File: config.mk
export PLATFORM = sky130hd
export DESIGN_NAME = vcache_profiler
export DESIGN_NICKNAME = d
export VERILOG_FILES = /design/src/vcache_prof_pkg.sv /design/src/vcache_event_decode.sv /design/src/vcache_stat_counters.sv /design/src/vcache_stat_dump.sv /design/src/vcache_profiler.sv
export SDC_FILE = /design/constraint.sdc
export NUM_CORES = 1
export LEC_CHECK = 0
export BUFFER_PORTS_ARGS = -buffer_cell sky130_fd_sc_hd__buf_2
export CORE_MARGIN = 5
export CORE_UTILIZATION = 28
export DETAILED_ROUTE_END_ITERATION = 10
export GPL_TIMING_DRIVEN = 0
export HOLD_SLACK_MARGIN = 0.05
export PLACE_DENSITY = 0.52
export RECOVER_POWER = 100
export SETUP_SLACK_MARGIN = 0.02
export SYNTH_ARGS = -nofsm -noshare
export SYNTH_HDL_FRONTEND = slang
export SYNTH_SLANG_ARGS = --single-unit
File: constraint.sdc
create_clock -name clk_i -period 59.5 [get_ports clk_i]
set_input_delay 2.975 -clock clk_i [delete_from_list [all_inputs] [get_ports clk_i]]
set_output_delay 2.975 -clock clk_i [all_outputs]
set_load 0.02 [all_outputs]
File: src/vcache_prof_pkg.sv
`default_nettype none

package vcache_prof_pkg;

  // cache bank geometry that only shapes the packets
  localparam int way_width_lp        = 3;
  localparam int set_width_lp        = 7;
  localparam int offset_width_lp     = 3;
  localparam int id_width_lp         = 4;
  localparam int addr_width_lp       = 32;
  localparam int block_addr_width_lp = 27;

  // data memory request at the tag-lookup and MHU ports
  typedef struct packed {
    logic                       write_not_read;
    logic [way_width_lp-1:0]    way_id;
    logic [set_width_lp-1:0]    set_idx;
    logic [offset_width_lp-1:0] word_offset;
  } data_mem_pkt_s;

  typedef struct packed {
    logic                     write_not_read;
    logic [id_width_lp-1:0]   id;
    logic [addr_width_lp-1:0] addr;
  } miss_fifo_entry_s;

  typedef struct packed {
    logic                           write_not_read;
    logic [block_addr_width_lp-1:0] block_addr;
  } dma_pkt_s;

  // state of the victim way chosen by the MHU
  typedef struct packed {
    logic valid;
    logic dirty;
  } repl_info_s;

  // event kinds in the order they leave on the dump stream
  typedef enum logic [3:0] {
    ld_hit, st_hit,
    ld_hit_under_miss, st_hit_under_miss,
    ld_miss, st_miss,
    ld_mhu, st_mhu,
    dma_read_req, dma_write_req,
    replace_invalid, replace_valid, replace_dirty
  } prof_event_e;

  localparam int num_events_lp = 13;

  typedef enum logic {idle, send} dump_state_e;

  typedef logic [31:0] stat_word_t;

  // global counter, tag, then one word per event
  localparam int dump_words_lp = num_events_lp + 2;

endpackage

`default_nettype wire

File: src/vcache_event_decode.sv
`default_nettype none

module vcache_event_decode
  import vcache_prof_pkg::*;
  (
    // tag-lookup data memory port
    input  data_mem_pkt_s                tl_pkt_i,
    input  logic                         tl_v_i,
    input  logic                         tl_ready_i,

    input  logic                         mhu_idle_i,

    // MHU data memory port
    input  data_mem_pkt_s                mhu_pkt_i,
    input  logic                         mhu_v_i,
    input  logic                         mhu_yumi_i,

    // miss FIFO enqueue
    input  miss_fifo_entry_s             miss_entry_i,
    input  logic                         miss_v_i,
    input  logic                         miss_ready_i,

    // DMA request port
    input  dma_pkt_s                     dma_pkt_i,
    input  logic                         dma_v_i,
    input  logic                         dma_yumi_i,

    // replacement decision
    input  logic                         dma_cmd_v_i,
    input  repl_info_s                   repl_i,

    output logic [num_events_lp-1:0]     events_o
  );

  logic tl_fire;
  logic mhu_fire;
  logic miss_fire;
  logic dma_fire;

  // a transfer happens only when both sides of the handshake agree
  assign tl_fire   = tl_v_i & tl_ready_i;
  assign mhu_fire  = mhu_v_i & mhu_yumi_i;
  assign miss_fire = miss_v_i & miss_ready_i;
  assign dma_fire  = dma_v_i & dma_yumi_i;

  always_comb begin
    events_o = '0;

    events_o[ld_hit] = tl_fire & ~tl_pkt_i.write_not_read;
    events_o[st_hit] = tl_fire &  tl_pkt_i.write_not_read;

    // subset of the hits above, taken while a miss is outstanding
    events_o[ld_hit_under_miss] = events_o[ld_hit] & ~mhu_idle_i;
    events_o[st_hit_under_miss] = events_o[st_hit] & ~mhu_idle_i;

    events_o[ld_miss] = miss_fire & ~miss_entry_i.write_not_read;
    events_o[st_miss] = miss_fire &  miss_entry_i.write_not_read;

    events_o[ld_mhu] = mhu_fire & ~mhu_pkt_i.write_not_read;
    events_o[st_mhu] = mhu_fire &  mhu_pkt_i.write_not_read;

    events_o[dma_read_req]  = dma_fire & ~dma_pkt_i.write_not_read;
    events_o[dma_write_req] = dma_fire &  dma_pkt_i.write_not_read;

    events_o[replace_invalid] = dma_cmd_v_i & ~repl_i.valid;
    events_o[replace_valid]   = dma_cmd_v_i &  repl_i.valid & ~repl_i.dirty;
    events_o[replace_dirty]   = dma_cmd_v_i &  repl_i.valid &  repl_i.dirty;
  end

endmodule

`default_nettype wire

File: src/vcache_stat_counters.sv
`default_nettype none

module vcache_stat_counters
  import vcache_prof_pkg::*;
  #(
    parameter int count_width_p = 32
  )
  (
    input  logic                                          clk_i,
    input  logic                                          reset_i,
    input  logic [num_events_lp-1:0]                      events_i,
    output logic [num_events_lp-1:0][count_width_p-1:0]   counts_o
  );

  logic [num_events_lp-1:0][count_width_p-1:0] counts_r;
  logic [num_events_lp-1:0]                    sat;

  // a counter at all ones ignores further events
  always_comb begin
    for (int i = 0; i < num_events_lp; i++) begin
      sat[i] = &counts_r[i];
    end
  end

  always_ff @(posedge clk_i) begin
    if (reset_i) begin
      counts_r <= '0;
    end else begin
      for (int i = 0; i < num_events_lp; i++) begin
        if (events_i[i] && !sat[i]) begin
          counts_r[i] <= counts_r[i] + 1'b1;
        end
      end
    end
  end

  // registered, so an event shows up one cycle later
  assign counts_o = counts_r;

endmodule

`default_nettype wire

File: src/vcache_stat_dump.sv
`default_nettype none

module vcache_stat_dump
  import vcache_prof_pkg::*;
  #(
    parameter int count_width_p = 32,
    parameter int tag_width_p   = 32
  )
  (
    input  logic                                          clk_i,
    input  logic                                          reset_i,
    input  logic [num_events_lp-1:0][count_width_p-1:0]   counts_i,
    input  logic [31:0]                                   global_ctr_i,
    input  logic                                          print_stat_v_i,
    input  logic [tag_width_p-1:0]                        print_stat_tag_i,

    output logic                                          dump_v_o,
    output stat_word_t                                    dump_data_o,
    output logic                                          dump_last_o,
    output logic                                          busy_o
  );

  localparam int idx_width_lp = $clog2(dump_words_lp);
  localparam logic [idx_width_lp-1:0] last_idx_lp = idx_width_lp'(dump_words_lp - 1);

  dump_state_e              state_r;
  logic [idx_width_lp-1:0]  idx_r;
  logic                     print_accept;

  stat_word_t snap_r    [dump_words_lp];
  stat_word_t snap_next [dump_words_lp];

  // record holds the global counter, the tag, then the counters zero-extended
  always_comb begin
    for (int w = 0; w < dump_words_lp; w++) begin
      snap_next[w] = '0;
    end
    snap_next[0] = global_ctr_i;
    snap_next[1][tag_width_p-1:0] = print_stat_tag_i;
    for (int i = 0; i < num_events_lp; i++) begin
      snap_next[i+2][count_width_p-1:0] = counts_i[i];
    end
  end

  // strobes during a dump, including its last word, are dropped
  assign print_accept = (state_r == idle) & print_stat_v_i;

  always_ff @(posedge clk_i) begin
    if (reset_i) begin
      state_r <= idle;
      idx_r   <= '0;
    end else begin
      case (state_r)
        idle: begin
          idx_r <= '0;
          if (print_accept) begin
            state_r <= send;
          end
        end
        send: begin
          if (idx_r == last_idx_lp) begin
            state_r <= idle;
            idx_r   <= '0;
          end else begin
            idx_r <= idx_r + 1'b1;
          end
        end
        default: begin
          state_r <= idle;
          idx_r   <= '0;
        end
      endcase
    end
  end

  // record captured on an accepted print
  always_ff @(posedge clk_i) begin
    if (print_accept) begin
      snap_r <= snap_next;
    end
  end

  assign busy_o      = (state_r == send);
  assign dump_v_o    = (state_r == send);
  assign dump_last_o = (state_r == send) & (idx_r == last_idx_lp);
  assign dump_data_o = snap_r[idx_r];

endmodule

`default_nettype wire

File: src/vcache_profiler.sv
`default_nettype none

module vcache_profiler
  import vcache_prof_pkg::*;
  #(
    parameter int count_width_p = 32,
    parameter int tag_width_p   = 32
  )
  (
    input  logic                     clk_i,
    input  logic                     reset_i,

    // cache taps
    input  data_mem_pkt_s            tl_pkt_i,
    input  logic                     tl_v_i,
    input  logic                     tl_ready_i,
    input  logic                     mhu_idle_i,
    input  data_mem_pkt_s            mhu_pkt_i,
    input  logic                     mhu_v_i,
    input  logic                     mhu_yumi_i,
    input  miss_fifo_entry_s         miss_entry_i,
    input  logic                     miss_v_i,
    input  logic                     miss_ready_i,
    input  dma_pkt_s                 dma_pkt_i,
    input  logic                     dma_v_i,
    input  logic                     dma_yumi_i,
    input  logic                     dma_cmd_v_i,
    input  repl_info_s               repl_i,

    // print request
    input  logic [31:0]              global_ctr_i,
    input  logic                     print_stat_v_i,
    input  logic [tag_width_p-1:0]   print_stat_tag_i,

    // dump stream of one word per cycle without back-pressure
    output logic                     dump_v_o,
    output stat_word_t               dump_data_o,
    output logic                     dump_last_o,
    output logic                     busy_o
  );

  logic [num_events_lp-1:0]                    events;
  logic [num_events_lp-1:0][count_width_p-1:0] counts;

  vcache_event_decode decode (
    .tl_pkt_i     (tl_pkt_i),
    .tl_v_i       (tl_v_i),
    .tl_ready_i   (tl_ready_i),
    .mhu_idle_i   (mhu_idle_i),
    .mhu_pkt_i    (mhu_pkt_i),
    .mhu_v_i      (mhu_v_i),
    .mhu_yumi_i   (mhu_yumi_i),
    .miss_entry_i (miss_entry_i),
    .miss_v_i     (miss_v_i),
    .miss_ready_i (miss_ready_i),
    .dma_pkt_i    (dma_pkt_i),
    .dma_v_i      (dma_v_i),
    .dma_yumi_i   (dma_yumi_i),
    .dma_cmd_v_i  (dma_cmd_v_i),
    .repl_i       (repl_i),
    .events_o     (events)
  );

  vcache_stat_counters #(
    .count_width_p (count_width_p)
  ) counters (
    .clk_i    (clk_i),
    .reset_i  (reset_i),
    .events_i (events),
    .counts_o (counts)
  );

  vcache_stat_dump #(
    .count_width_p (count_width_p),
    .tag_width_p   (tag_width_p)
  ) dump (
    .clk_i            (clk_i),
    .reset_i          (reset_i),
    .counts_i         (counts),
    .global_ctr_i     (global_ctr_i),
    .print_stat_v_i   (print_stat_v_i),
    .print_stat_tag_i (print_stat_tag_i),
    .dump_v_o         (dump_v_o),
    .dump_data_o      (dump_data_o),
    .dump_last_o      (dump_last_o),
    .busy_o           (busy_o)
  );

endmodule

`default_nettype wire

# Word-level counts from Yosys, hierarchy flattened

Index checks and enable logic that the tools add are counted.

Input bits: 172
Output and inout bits: 35
Logic and storage cells: 122
Register bits after elaboration: 901

Muxes and demuxes: 8
Magnitude comparators: 1
Add/sub/neg operators: 14
Reductions and logical operators: 39
Bitwise gates (word level): 29
Equality and inequality tests: 1

Operators with widths:

| operator                | number |
|---|---|
| $add A32 B1 Y32 const B | 13 |
| $reduce_and A32 Y1      | 13 |
| $bmux W32 S4            | 1 |
| $mux W32                | 2 |
| $and A1 B1 Y1           | 20 |
| $logic_and A1 B1 Y1     | 13 |
| $logic_not A1 Y1        | 13 |
| $not A1 Y1              | 8 |
| $pmux W4 S2             | 1 |
| $ge A5 B5 Y1 const B    | 1 |
| $not A4 Y5              | 1 |
| $add A4 B1 Y4 const B   | 1 |
| $eq A4 B4 Y1 const B    | 1 |
| $mux W4                 | 1 |
| $mux W1                 | 2 |
| $pmux W1 S2             | 1 |

# Longest topological paths before layout

Gate-level depths: netlist of the first run.

Depth in word-level cells: 4
Gate-level depth with buffers: 8
Mapped depth without buffers: 6

# By module

From an unflattened synthesis of the first run, not the netlist that was laid out.

Cells, all modules: 3,435
Area total of the unflattened synthesis: 40,118.5 um^2

Modules (own cells, without submodules):

| module               | times used | area each (um^2) | seq. area each (um^2) | cells an instance |
|---|---|---|---|---|
| vcache_stat_counters | 1          | 21,328.0         | 8,328.0               | 2,581 |
| vcache_stat_dump     | 1          | 18,682.9         | 14,513.9              | 841 |
| vcache_event_decode  | 1          | 107.6            | 0.0                   | 13 |

# Worst setup path after synthesis of the first run

No wires, ideal clock.

Path kind: input to register
Start point: in print_stat_v_i
End point: reg dump.state_r, in the netlist dump.busy_o
Cell stages on the path: 2
Data arrival time: 25,638 ps
Buffers on the path: 0
Data required time: 59,344 ps
Library setup time: 156 ps
Path slack: 33,706 ps
Cell sequence: nor2b_1 > a21bo_2

Cells in the longest elaborated chain, start to end: 3

Ends and longest elaborated chain:

| element              | RTL line               | source |
|---|---|---|
| from (decl)          | vcache_profiler.sv:32  | `input logic print_stat_v_i,` |
| $and A1 B1 Y1        | vcache_stat_dump.sv:46 | `assign print_accept = (state_r == idle) & print_stat_v_i;` |
| $mux W1              | vcache_stat_dump.sv:56 | `if (print_accept) begin` |
| $pmux W1 S2          | vcache_stat_dump.sv:53 | `case (state_r)` |
| to (signal assigned) | vcache_stat_dump.sv:50 | `state_r <= idle;` |
| to (signal assigned) | vcache_stat_dump.sv:57 | `state_r <= send;` |
| to (signal assigned) | vcache_stat_dump.sv:62 | `state_r <= idle;` |
| to (decl)            | vcache_stat_dump.sv:26 | `dump_state_e state_r;` |

Every way passes these cells.
A chain may end at the register's enable or synchronous reset.

# Worst setup path in the final report of the first run

Start point: in print_stat_v_i
End point: reg dump.snap_r[450] in the netlist's numbering, enable pin

Cells in the longest elaborated chain, start to end: 1

Ends and longest elaborated chain:

| element                     | RTL line               | source |
|---|---|---|
| $and A1 B1 Y1               | vcache_stat_dump.sv:46 |  |
| named net dump.print_accept | vcache_stat_dump.sv:28 | `logic print_accept;` |
| to (signal assigned)        | vcache_stat_dump.sv:79 | `snap_r <= snap_next;` |
| to (decl)                   | vcache_stat_dump.sv:30 | `stat_word_t snap_r [dump_words_lp];` |

The timed path passes the listed nets, and every way through them passes these cells.

==> results of run 1 <==
-- cell type report --
class / instances / area (um2) / area share, %
diodes: 6 / 15.0 / 0.0325
plain buffers: 168 / 661 / 1.43
clock buffers: 112 / 2590 / 5.60
clock inverters: 80 / 1110 / 2.40
inverters: 45 / 169 / 0.365
multi-input cells: 2276 / 15900 / 34.4
flip-flops and latches: 901 / 22800 / 49.4
well taps: 1890 / 2360 / 5.11
repair buffers: 133 / 596 / 1.29
-- worst paths after layout --
kind / from / endpoint / slack [ns] / depth (start not counted)
setup reg to reg: dump.busy_o / dump.snap_r[450] / 49.51 / 7
setup / recovery: print_stat_v_i / dump.snap_r[450] / 47.59 / 8
hold reg to reg: counters.counts_o[369] / dump.snap_r[49] / 0.43 / 0
hold / removal: counters.counts_o[369] / dump.snap_r[49] / 0.43 / 0
-- routing by layer --
layer / up-vias / part of all wire (%) / wire length (um) / GRT usage (%)
li1: 13811 / - / - / -
met1: 15032 / 43 / 55600 / 23.0
met2: 1163 / 47 / 60300 / 27.5
met3: 206 / 6.8 / 8860 / 2.52
met4: 2 / 3.5 / 4560 / 5.31
met5: - / 0.010 / 13 / 0
-- cells by family after synthesis --
| family | Yosys count | synth area share (%) |
|---|---|---|
| buffers and inverters | 213 | 2.10 |
| and+or+nand+nor | 1295 | 18.4 |
| muxes | 209 | 9.45 |
| xor gates and xnor gates | 73 | 1.62 |
| adders and majority gates | 15 | 0.474 |
| DFF | 901 | 57.7 |
| AOI/OAI and AO/OA | 684 | 10.3 |
-- registers in the layout (all words and copies together), names as in the netlist --
register / flops
counters.counts_o: 416
dump.idx_r: 4
dump.snap_r: 480
dump.busy_o: 1
-- cells in the mapped netlist, types with 10 or more instances --
library cell | n | share of area (%)
buf_1 | 10 | 0.095
and4_1 | 51 | 1.1
nand2_1 | 226 | 2.1
mux4_2 | 128 | 7.3
o2111ai_1 | 10 | 0.22
a21oi_1 | 274 | 3.5
o21a_1 | 16 | 0.30
o31ai_1 | 112 | 2.1
nor4_1 | 66 | 1.0
inv_1 | 44 | 0.42
and2_1 | 19 | 0.30
xor2_1 | 26 | 0.58
ha_1 | 15 | 0.47
or4_1 | 127 | 2.4
clkbuf_1 | 136 | 1.3
a211oi_1 | 17 | 0.32
edfxtp_1 | 480 | 36
o21ai_0 | 184 | 2.3
buf_2 | 20 | 0.25
nand3_1 | 143 | 1.8
mux2_2 | 39 | 1.1
mux2i_1 | 42 | 1.1
or3_1 | 163 | 2.6
nor2b_1 | 38 | 0.60
nor3_1 | 39 | 0.49
nor2_1 | 188 | 1.8
nand4_1 | 136 | 2.1
o31a_1 | 13 | 0.29
and3_1 | 45 | 0.71
xnor2_1 | 47 | 1.0
dfxtp_1 | 421 | 21
-- worst max-delay path: stages --
cell and delay (ns):
clkbuf_1 0.11, nor2b_1 1.91, clkbuf_1 1.26, clkbuf_1 1.04
clkbuf_1 0.96, clkbuf_1 1.24, clkbuf_1 1.35, clkbuf_1 1.28
-- power by group --
| group | internal, mW | total [mW] | leakage (nW) | switching, mW |
|---|---|---|---|---|
| Sequential | 0.678 | 0.688 | 8.15 | 0.00977 |
| Combinational | 0.0220 | 0.0753 | 3.92 | 0.0533 |
| Clock | 0.414 | 0.688 | 1.77 | 0.275 |
| Total | 1.11 | 1.45 | 13.8 | 0.338 |
-- metrics by stage --
stage,cells,instance area [um2]
floorplan,3390,39600
finish,5611,46200
CTS,5605,46600
detailed placement,5413,42900
global route,5605,46200
global placement,5396,42500
==> implementation parameters, run 1 <==
Parameter                              Value

Power and ir drop
  Design Power    1.45 mW
  Leakage Power    ~14 nW
  Areal power density over the cells    31.4 mW/mm2
  Max VDD drop    between 0.02 and 0.025 mV

STA
  Pins Over Slew Limit    455
  Minimum clock period    11.91 ns
  Final hold slack    between 0.4 and 0.5 ns
  Total negative slack for setup checks    0 ns
  Fin. Hold Viols    0
  Transition time at the pin with the least slew margin    between 2 and 3 ns
  Final worst setup slack    47.59 ns
  Part of the cycle the worst path needs    20.0%
  Max transition margin    -69.4%
  Clock skew after layout    0.0298 ns
  Unrepaired setup endpoints after global routing    no
  Final number of setup-violating endpoints    0
  Timing-limited maximum frequency    around 0.084 GHz

Global route
  Combined global-route utilization of all metal layers    16.8%
  Via count of the first global-routing pass    27.6k
  Wire length of the first global-routing pass    188000 um
  Grt ovf    0
  Number of antenna violations at the first check in global routing    11
  Largest net degree at the start of global routing    36

Detailed routing
  Detailed-route wire length per cell    23.1 um
  Detailed Routing Iterations Pass 1    6
  Vias after detailed routing    30.2k
  Avg Vias per Cell    5.38
  Routed WL    around 130000 um
  Remaining design rule violation count    0
  First-iteration detailed-routing DRC count    ~2.9k
  Post-detailed-route count of antenna-violating nets    0

Logic synthesis
  Avg Inst Size Synth    ~12 um2
  Number of enable-type register cells in the synthesized netlist    480
  FF+latch count, synth    901
  Share of synthesized area occupied by flip-flops and latches    between 50% and 60%
  Fraction of registers with async set/reset    0%
  Synth Cell Area    0.0396 mm2
  Post-Synthesis Cells    3390
  Post-synth top flop    edfxtp_1
  Number of warnings printed during yosys synthesis    0
  Unique masters post-synth    70
  Nets in the synthesized netlist    3577

Clock network
  Count of cells resized by post-cts repair    0
  Skew-Pair Late Insertion Delay    about 0.71 ns
  Clock-pin slew on the worst setup and hold paths    0.06 ns
  Hold buffer count at CTS    0
  Master cell of the clock root buffer    clkbuf_16
  Number of buffers created by CTS    101
  Number of buffers on the longest clock path    3
  Clock tree from TritonCTS    done
  Clock tree sinks    about 900
  H-tree levels    3
  Buffer count from post-CTS setup fixing    0

Critical path
  Maximum fanout along the worst path    32
  Critical path launch point type    input pin
  Kind of critical path    in -> reg
  Worst endpoint required time    59.79 ns
  CP Data Arrival Time    approximately 12 ns
  Crit. End Element    flip-flop

Cells and area
  Syn-to-layout area delta    16.8%
  Proportion of layout cells with a drive suffix above 1    between 10% and 20%
  Final-layout fill cell count    14.1k
  Final layout net count    3813
  Most common library cell in the layout ignoring fill and taps    edfxtp_1
  Post-Route Utilization    32.8%
  Leading cell types in the layout, fill and taps excluded    edfxtp_1, dfxtp_1, a21oi_1

Job
  Count of max-cap constraint violations    16

Worst hold path
  Worst hold path class    reg -> reg

Placed design
  Port buffer count    116
  Detailed placement HPWL    95700 um
  Global placer's final weighted congestion    ~0.90
  Pre-CTS setup slack    about 53 ns

Floorplan
  Number of rows created at floorplan    approximately 140
  Number of top-level pins    207
  Effective utilization at floorplan    28.1%
  Chip height    386 um
  Die Width    about 390 um
  Area of the placeable core    0.141 mm2
  Die footprint    0.149 mm2

Run status
  Outcome    finished with violations
  Violated checks    max-capacitance violations, max-slew violations
No activity file was read; power rests on OpenSTA's default activity.
==> run 2: changes to the inputs <==
Settings changed: ABC_AREA from default to 1, PLACE_DENSITY 0.52 to 0.53.
Clock period 59.5 ns to 10.3 ns, I/O delays scaled along.
==> run 2 against run 1 <==
The flow still finishes with violations (max-capacitance violations, max-slew violations). Wire length grew 33%. Setup slack got worse by 44 ns. Critical path depth is the same. Final area grew 8.7%. Sequential share of layout area shrank 3.9 points. Flip-flop and latch count unchanged. First-iteration DRC count is 49% higher. Synthesized cell count up 62%. Area after synthesis is 8.9% higher. Hold slack worse by 0.24 ns. Sequential power grew to 5.8 times the previous value. Register-to-register slack worse by 46 ns. Critical path type is now reg -> reg. Critical endpoint is now dump.snap_r[452].
==> implementation parameters, run 2 <==
Parameter                              Value

Run status
  Outcome    finished with violations
  Violated checks    max-capacitance violations, max-slew violations

Clock network
  Count of cells resized by post-cts repair    0
  H-tree levels    3
  Clock-pin slew on the worst setup and hold paths    0.06 ns
  Number of buffers created by CTS    102
  Master cell of the clock root buffer    clkbuf_16
  Clock tree from TritonCTS    done
  Number of buffers on the longest clock path    3
  Clock tree sinks    901
  Skew-Pair Late Insertion Delay    approximately 0.72 ns

Floorplan
  Effective utilization at floorplan    28.1%
  Number of rows created at floorplan    144
  Number of top-level pins    207
  Area of the placeable core    0.154 mm2
  Die footprint    0.162 mm2
  Die Width    402 um
  Chip height    slightly above 400 um

STA
  Transition time at the pin with the least slew margin    2.47 ns
  Final number of setup-violating endpoints    0
  Clock skew after layout    ~0.027 ns
  Final worst setup slack    3.13 ns
  Part of the cycle the worst path needs    a little over two thirds
  Unrepaired setup endpoints after global routing    no
  Timing-limited maximum frequency    between 0.1 and 0.15 GHz
  Max transition margin    -64.6%
  Fin. Hold Viols    0
  Pins Over Slew Limit    270
  Minimum clock period    between 7 and 8 ns

Logic synthesis
  FF+latch count, synth    roughly 900
  Number of warnings printed during yosys synthesis    0
  Synth Cell Area    0.0431 mm2
  Cell type contributing the most total cell area after synthesis    edfxtp_1
  Synth top area cells    edfxtp_1, dfxtp_1, nand2_1
  Synth cell count leaders    nand2_1, nor2_1, edfxtp_1, nand3_1, dfxtp_1
  Number of enable-type register cells in the synthesized netlist    480
  Most common cell in the synthesized netlist    nand2_1
  Post-Synthesis Cells    5479
  Share of synthesized area occupied by flip-flops and latches    53.0%
  Fraction of registers with async set/reset    0%
  Top-area cell type share of the netlist area    roughly a third
  Post-synth top flop    edfxtp_1
  Avg Inst Size Synth    7.86 um2
  Nets in the synthesized netlist    5666
  Unique masters post-synth    44

Detailed routing
  Vias after detailed routing    39.7k
  First-iteration detailed-routing DRC count    4360
  Avg Vias per Cell    5.01
  Routed WL    approximately 170000 um
  Detailed Routing Iterations Pass 1    6
  Remaining design rule violation count    0
  Detailed-route wire length per cell    roughly 22 um
  Post-detailed-route count of antenna-violating nets    0

Critical path
  Worst-case reg-to-reg path depth    8
  Maximum fanout along the worst path    40
  Cell occurring most often along the worst timing path    clkbuf_1
  Delay of the slowest cell on the worst path    between 1.5 and 2 ns
  Slowest cell on the critical path    clkbuf_1
  Cell family with the largest share of critical-path delay    buffers and inverters
  Critical Path, Cell by Cell    inv_1 > nand2_1 > clkinvlp_2 > clkbuf_1 > clkbuf_1 > clkbuf_1 > buf_12 > buf_12
  Crit. End Element    flip-flop
  Kind of critical path    reg -> reg
  CP Data Arrival Time    7.57 ns
  Beginning of the worst register-to-register path    dump.busy_o
  Total number of cells along the worst setup path    8
  CP startpoint    dump.busy_o
  CP bufs+invs    7
  Critical path launch point type    flip-flop
  Worst endpoint required time    between 10 and 15 ns

Power and ir drop
  Design Power    8.28 mW
  Areal power density over the cells    165 mW/mm2
  Max VDD drop    0.109 mV
  Leakage Power    17.6 nW

Cells and area
  Final layout net count    ~6.0k
  Post-route cell area    roughly 0.050 mm2
  Final-layout fill cell count    16.3k
  Leading cell types in the layout, fill and taps excluded    nand2_1, nor2_1, edfxtp_1
  Number of flip-flops under the largest register name    480
  Syn-to-layout area delta    16.6%
  Most common library cell in the layout ignoring fill and taps    nand2_1
  Proportion of layout cells with a drive suffix above 1    6.34%
  Most flops, register    dump.snap_r

Global route
  Via count of the first global-routing pass    36.2k
  Wire length of the first global-routing pass    248000 um
  Largest net degree at the start of global routing    45
  Number of antenna violations at the first check in global routing    10
  Combined global-route utilization of all metal layers    between 20% and 30%
  Grt ovf    0

Placed design
  Port buffer count    116
  Pre-CTS setup slack    6.33 ns
  Placed Instance Area    0.0465 mm2
  Global placer's final weighted congestion    0.960
  Detailed placement HPWL    ~130000 um

Worst hold path
  Worst Hold Depth    3
  Worst hold path class    in -> reg
  Launch point of the worst hold path    print_stat_v_i

Job
  Count of max-cap constraint violations    11
==> run 2: cell count changes after synthesis, sizes merged, moves of 114 or more <==
cell,previous run,this run
inv,45,373
mux4,128,0
nand2,226,1419
nand3,143,442
nor2,188,1235
o31ai,114,0
or3,163,0
or4,128,0
==> run 2: layout make-up <==
type | instances | area, um2 | share of cell area, %
Sequential cell | 901 | 22800 | 45.4
Multi-Input combinational cell | 4014 | 17800 | 35.4
Clock buffer | 138 | 2870 | 5.72
Tap cell | 2044 | 2560 | 5.09
Inverter | 377 | 1420 | 2.82
Timing Repair Buffer | 193 | 1340 | 2.66
Buffer | 187 | 883 | 1.76
Clock inverter | 55 | 539 | 1.07
Antenna cell | 7 | 17.5 | 0.0349
==> run 2: worst register-to-register path, stage by stage, from the launching register on <==
cell,delay (ns)
dfxtp_1,0.38
inv_1,0.10
nand2_1,0.12
clkinvlp_2,0.82
clkbuf_1,1.59
clkbuf_1,1.40
clkbuf_1,1.86
buf_12,0.34
buf_12,0.24
==> run 2: where the power goes <==
group	internal (mW)	total, mW	switching, mW
clock network	2.18	3.74	1.55
registers	3.93	4.01	0.0875
logic	0.124	0.532	0.408
==> run 2: logic make-up after synthesis <==
group / synth area share, %
XOR/XNOR: 0.650
AO/OA/AOI/OAI: 8.87
buffers and inverters: 5.46
AND/OR/NAND/NOR: 31.6
flip-flops: 53.0
adder cells (fa/ha/maj): 0.436
==> run 2: metrics by stage <==
step	TNS [ns]	util, %	hold WS [ns]	instances
after floorplan	0	-	0.430	5479
after global placement	-810.56	30.1	0.453	7639
after detailed placement	0	30.3	0.462	7652
after CTS	0	32.9	0.170	7909
after global routing	0	32.7	0.193	7909
final	0	32.7	0.196	7916
==> run 2: final timing paths <==
| path | endpoint | slack, ns |
|---|---|---|
| setup / recovery | dump.snap_r[452] | 3.13 |
| hold / removal | dump.busy_o | 0.20 |
| setup reg to reg | dump.snap_r[452] | 3.13 |
| hold reg to reg | dump.snap_r[286] | 0.48 |
==> run 2: repair_timing <==
item	4_1_cts	5_1_grt
hold endpoints to repair	64	0
hold buffers	64	0
setup endpoints to repair	0	0
buffers inserted	0	0
==> run 2: metal layers <==
| metal | routed length [um] | part of all wire (%) | global-route usage [%] |
|---|---|---|---|
| met2 | 73500 | 43 | 31.0 |
| met3 | 15600 | 9.0 | 4.45 |
| met4 | 5650 | 3.3 | 6.30 |
| met1 | 77500 | 45 | 29.4 |
| met5 | 0 | 0 | 0 |
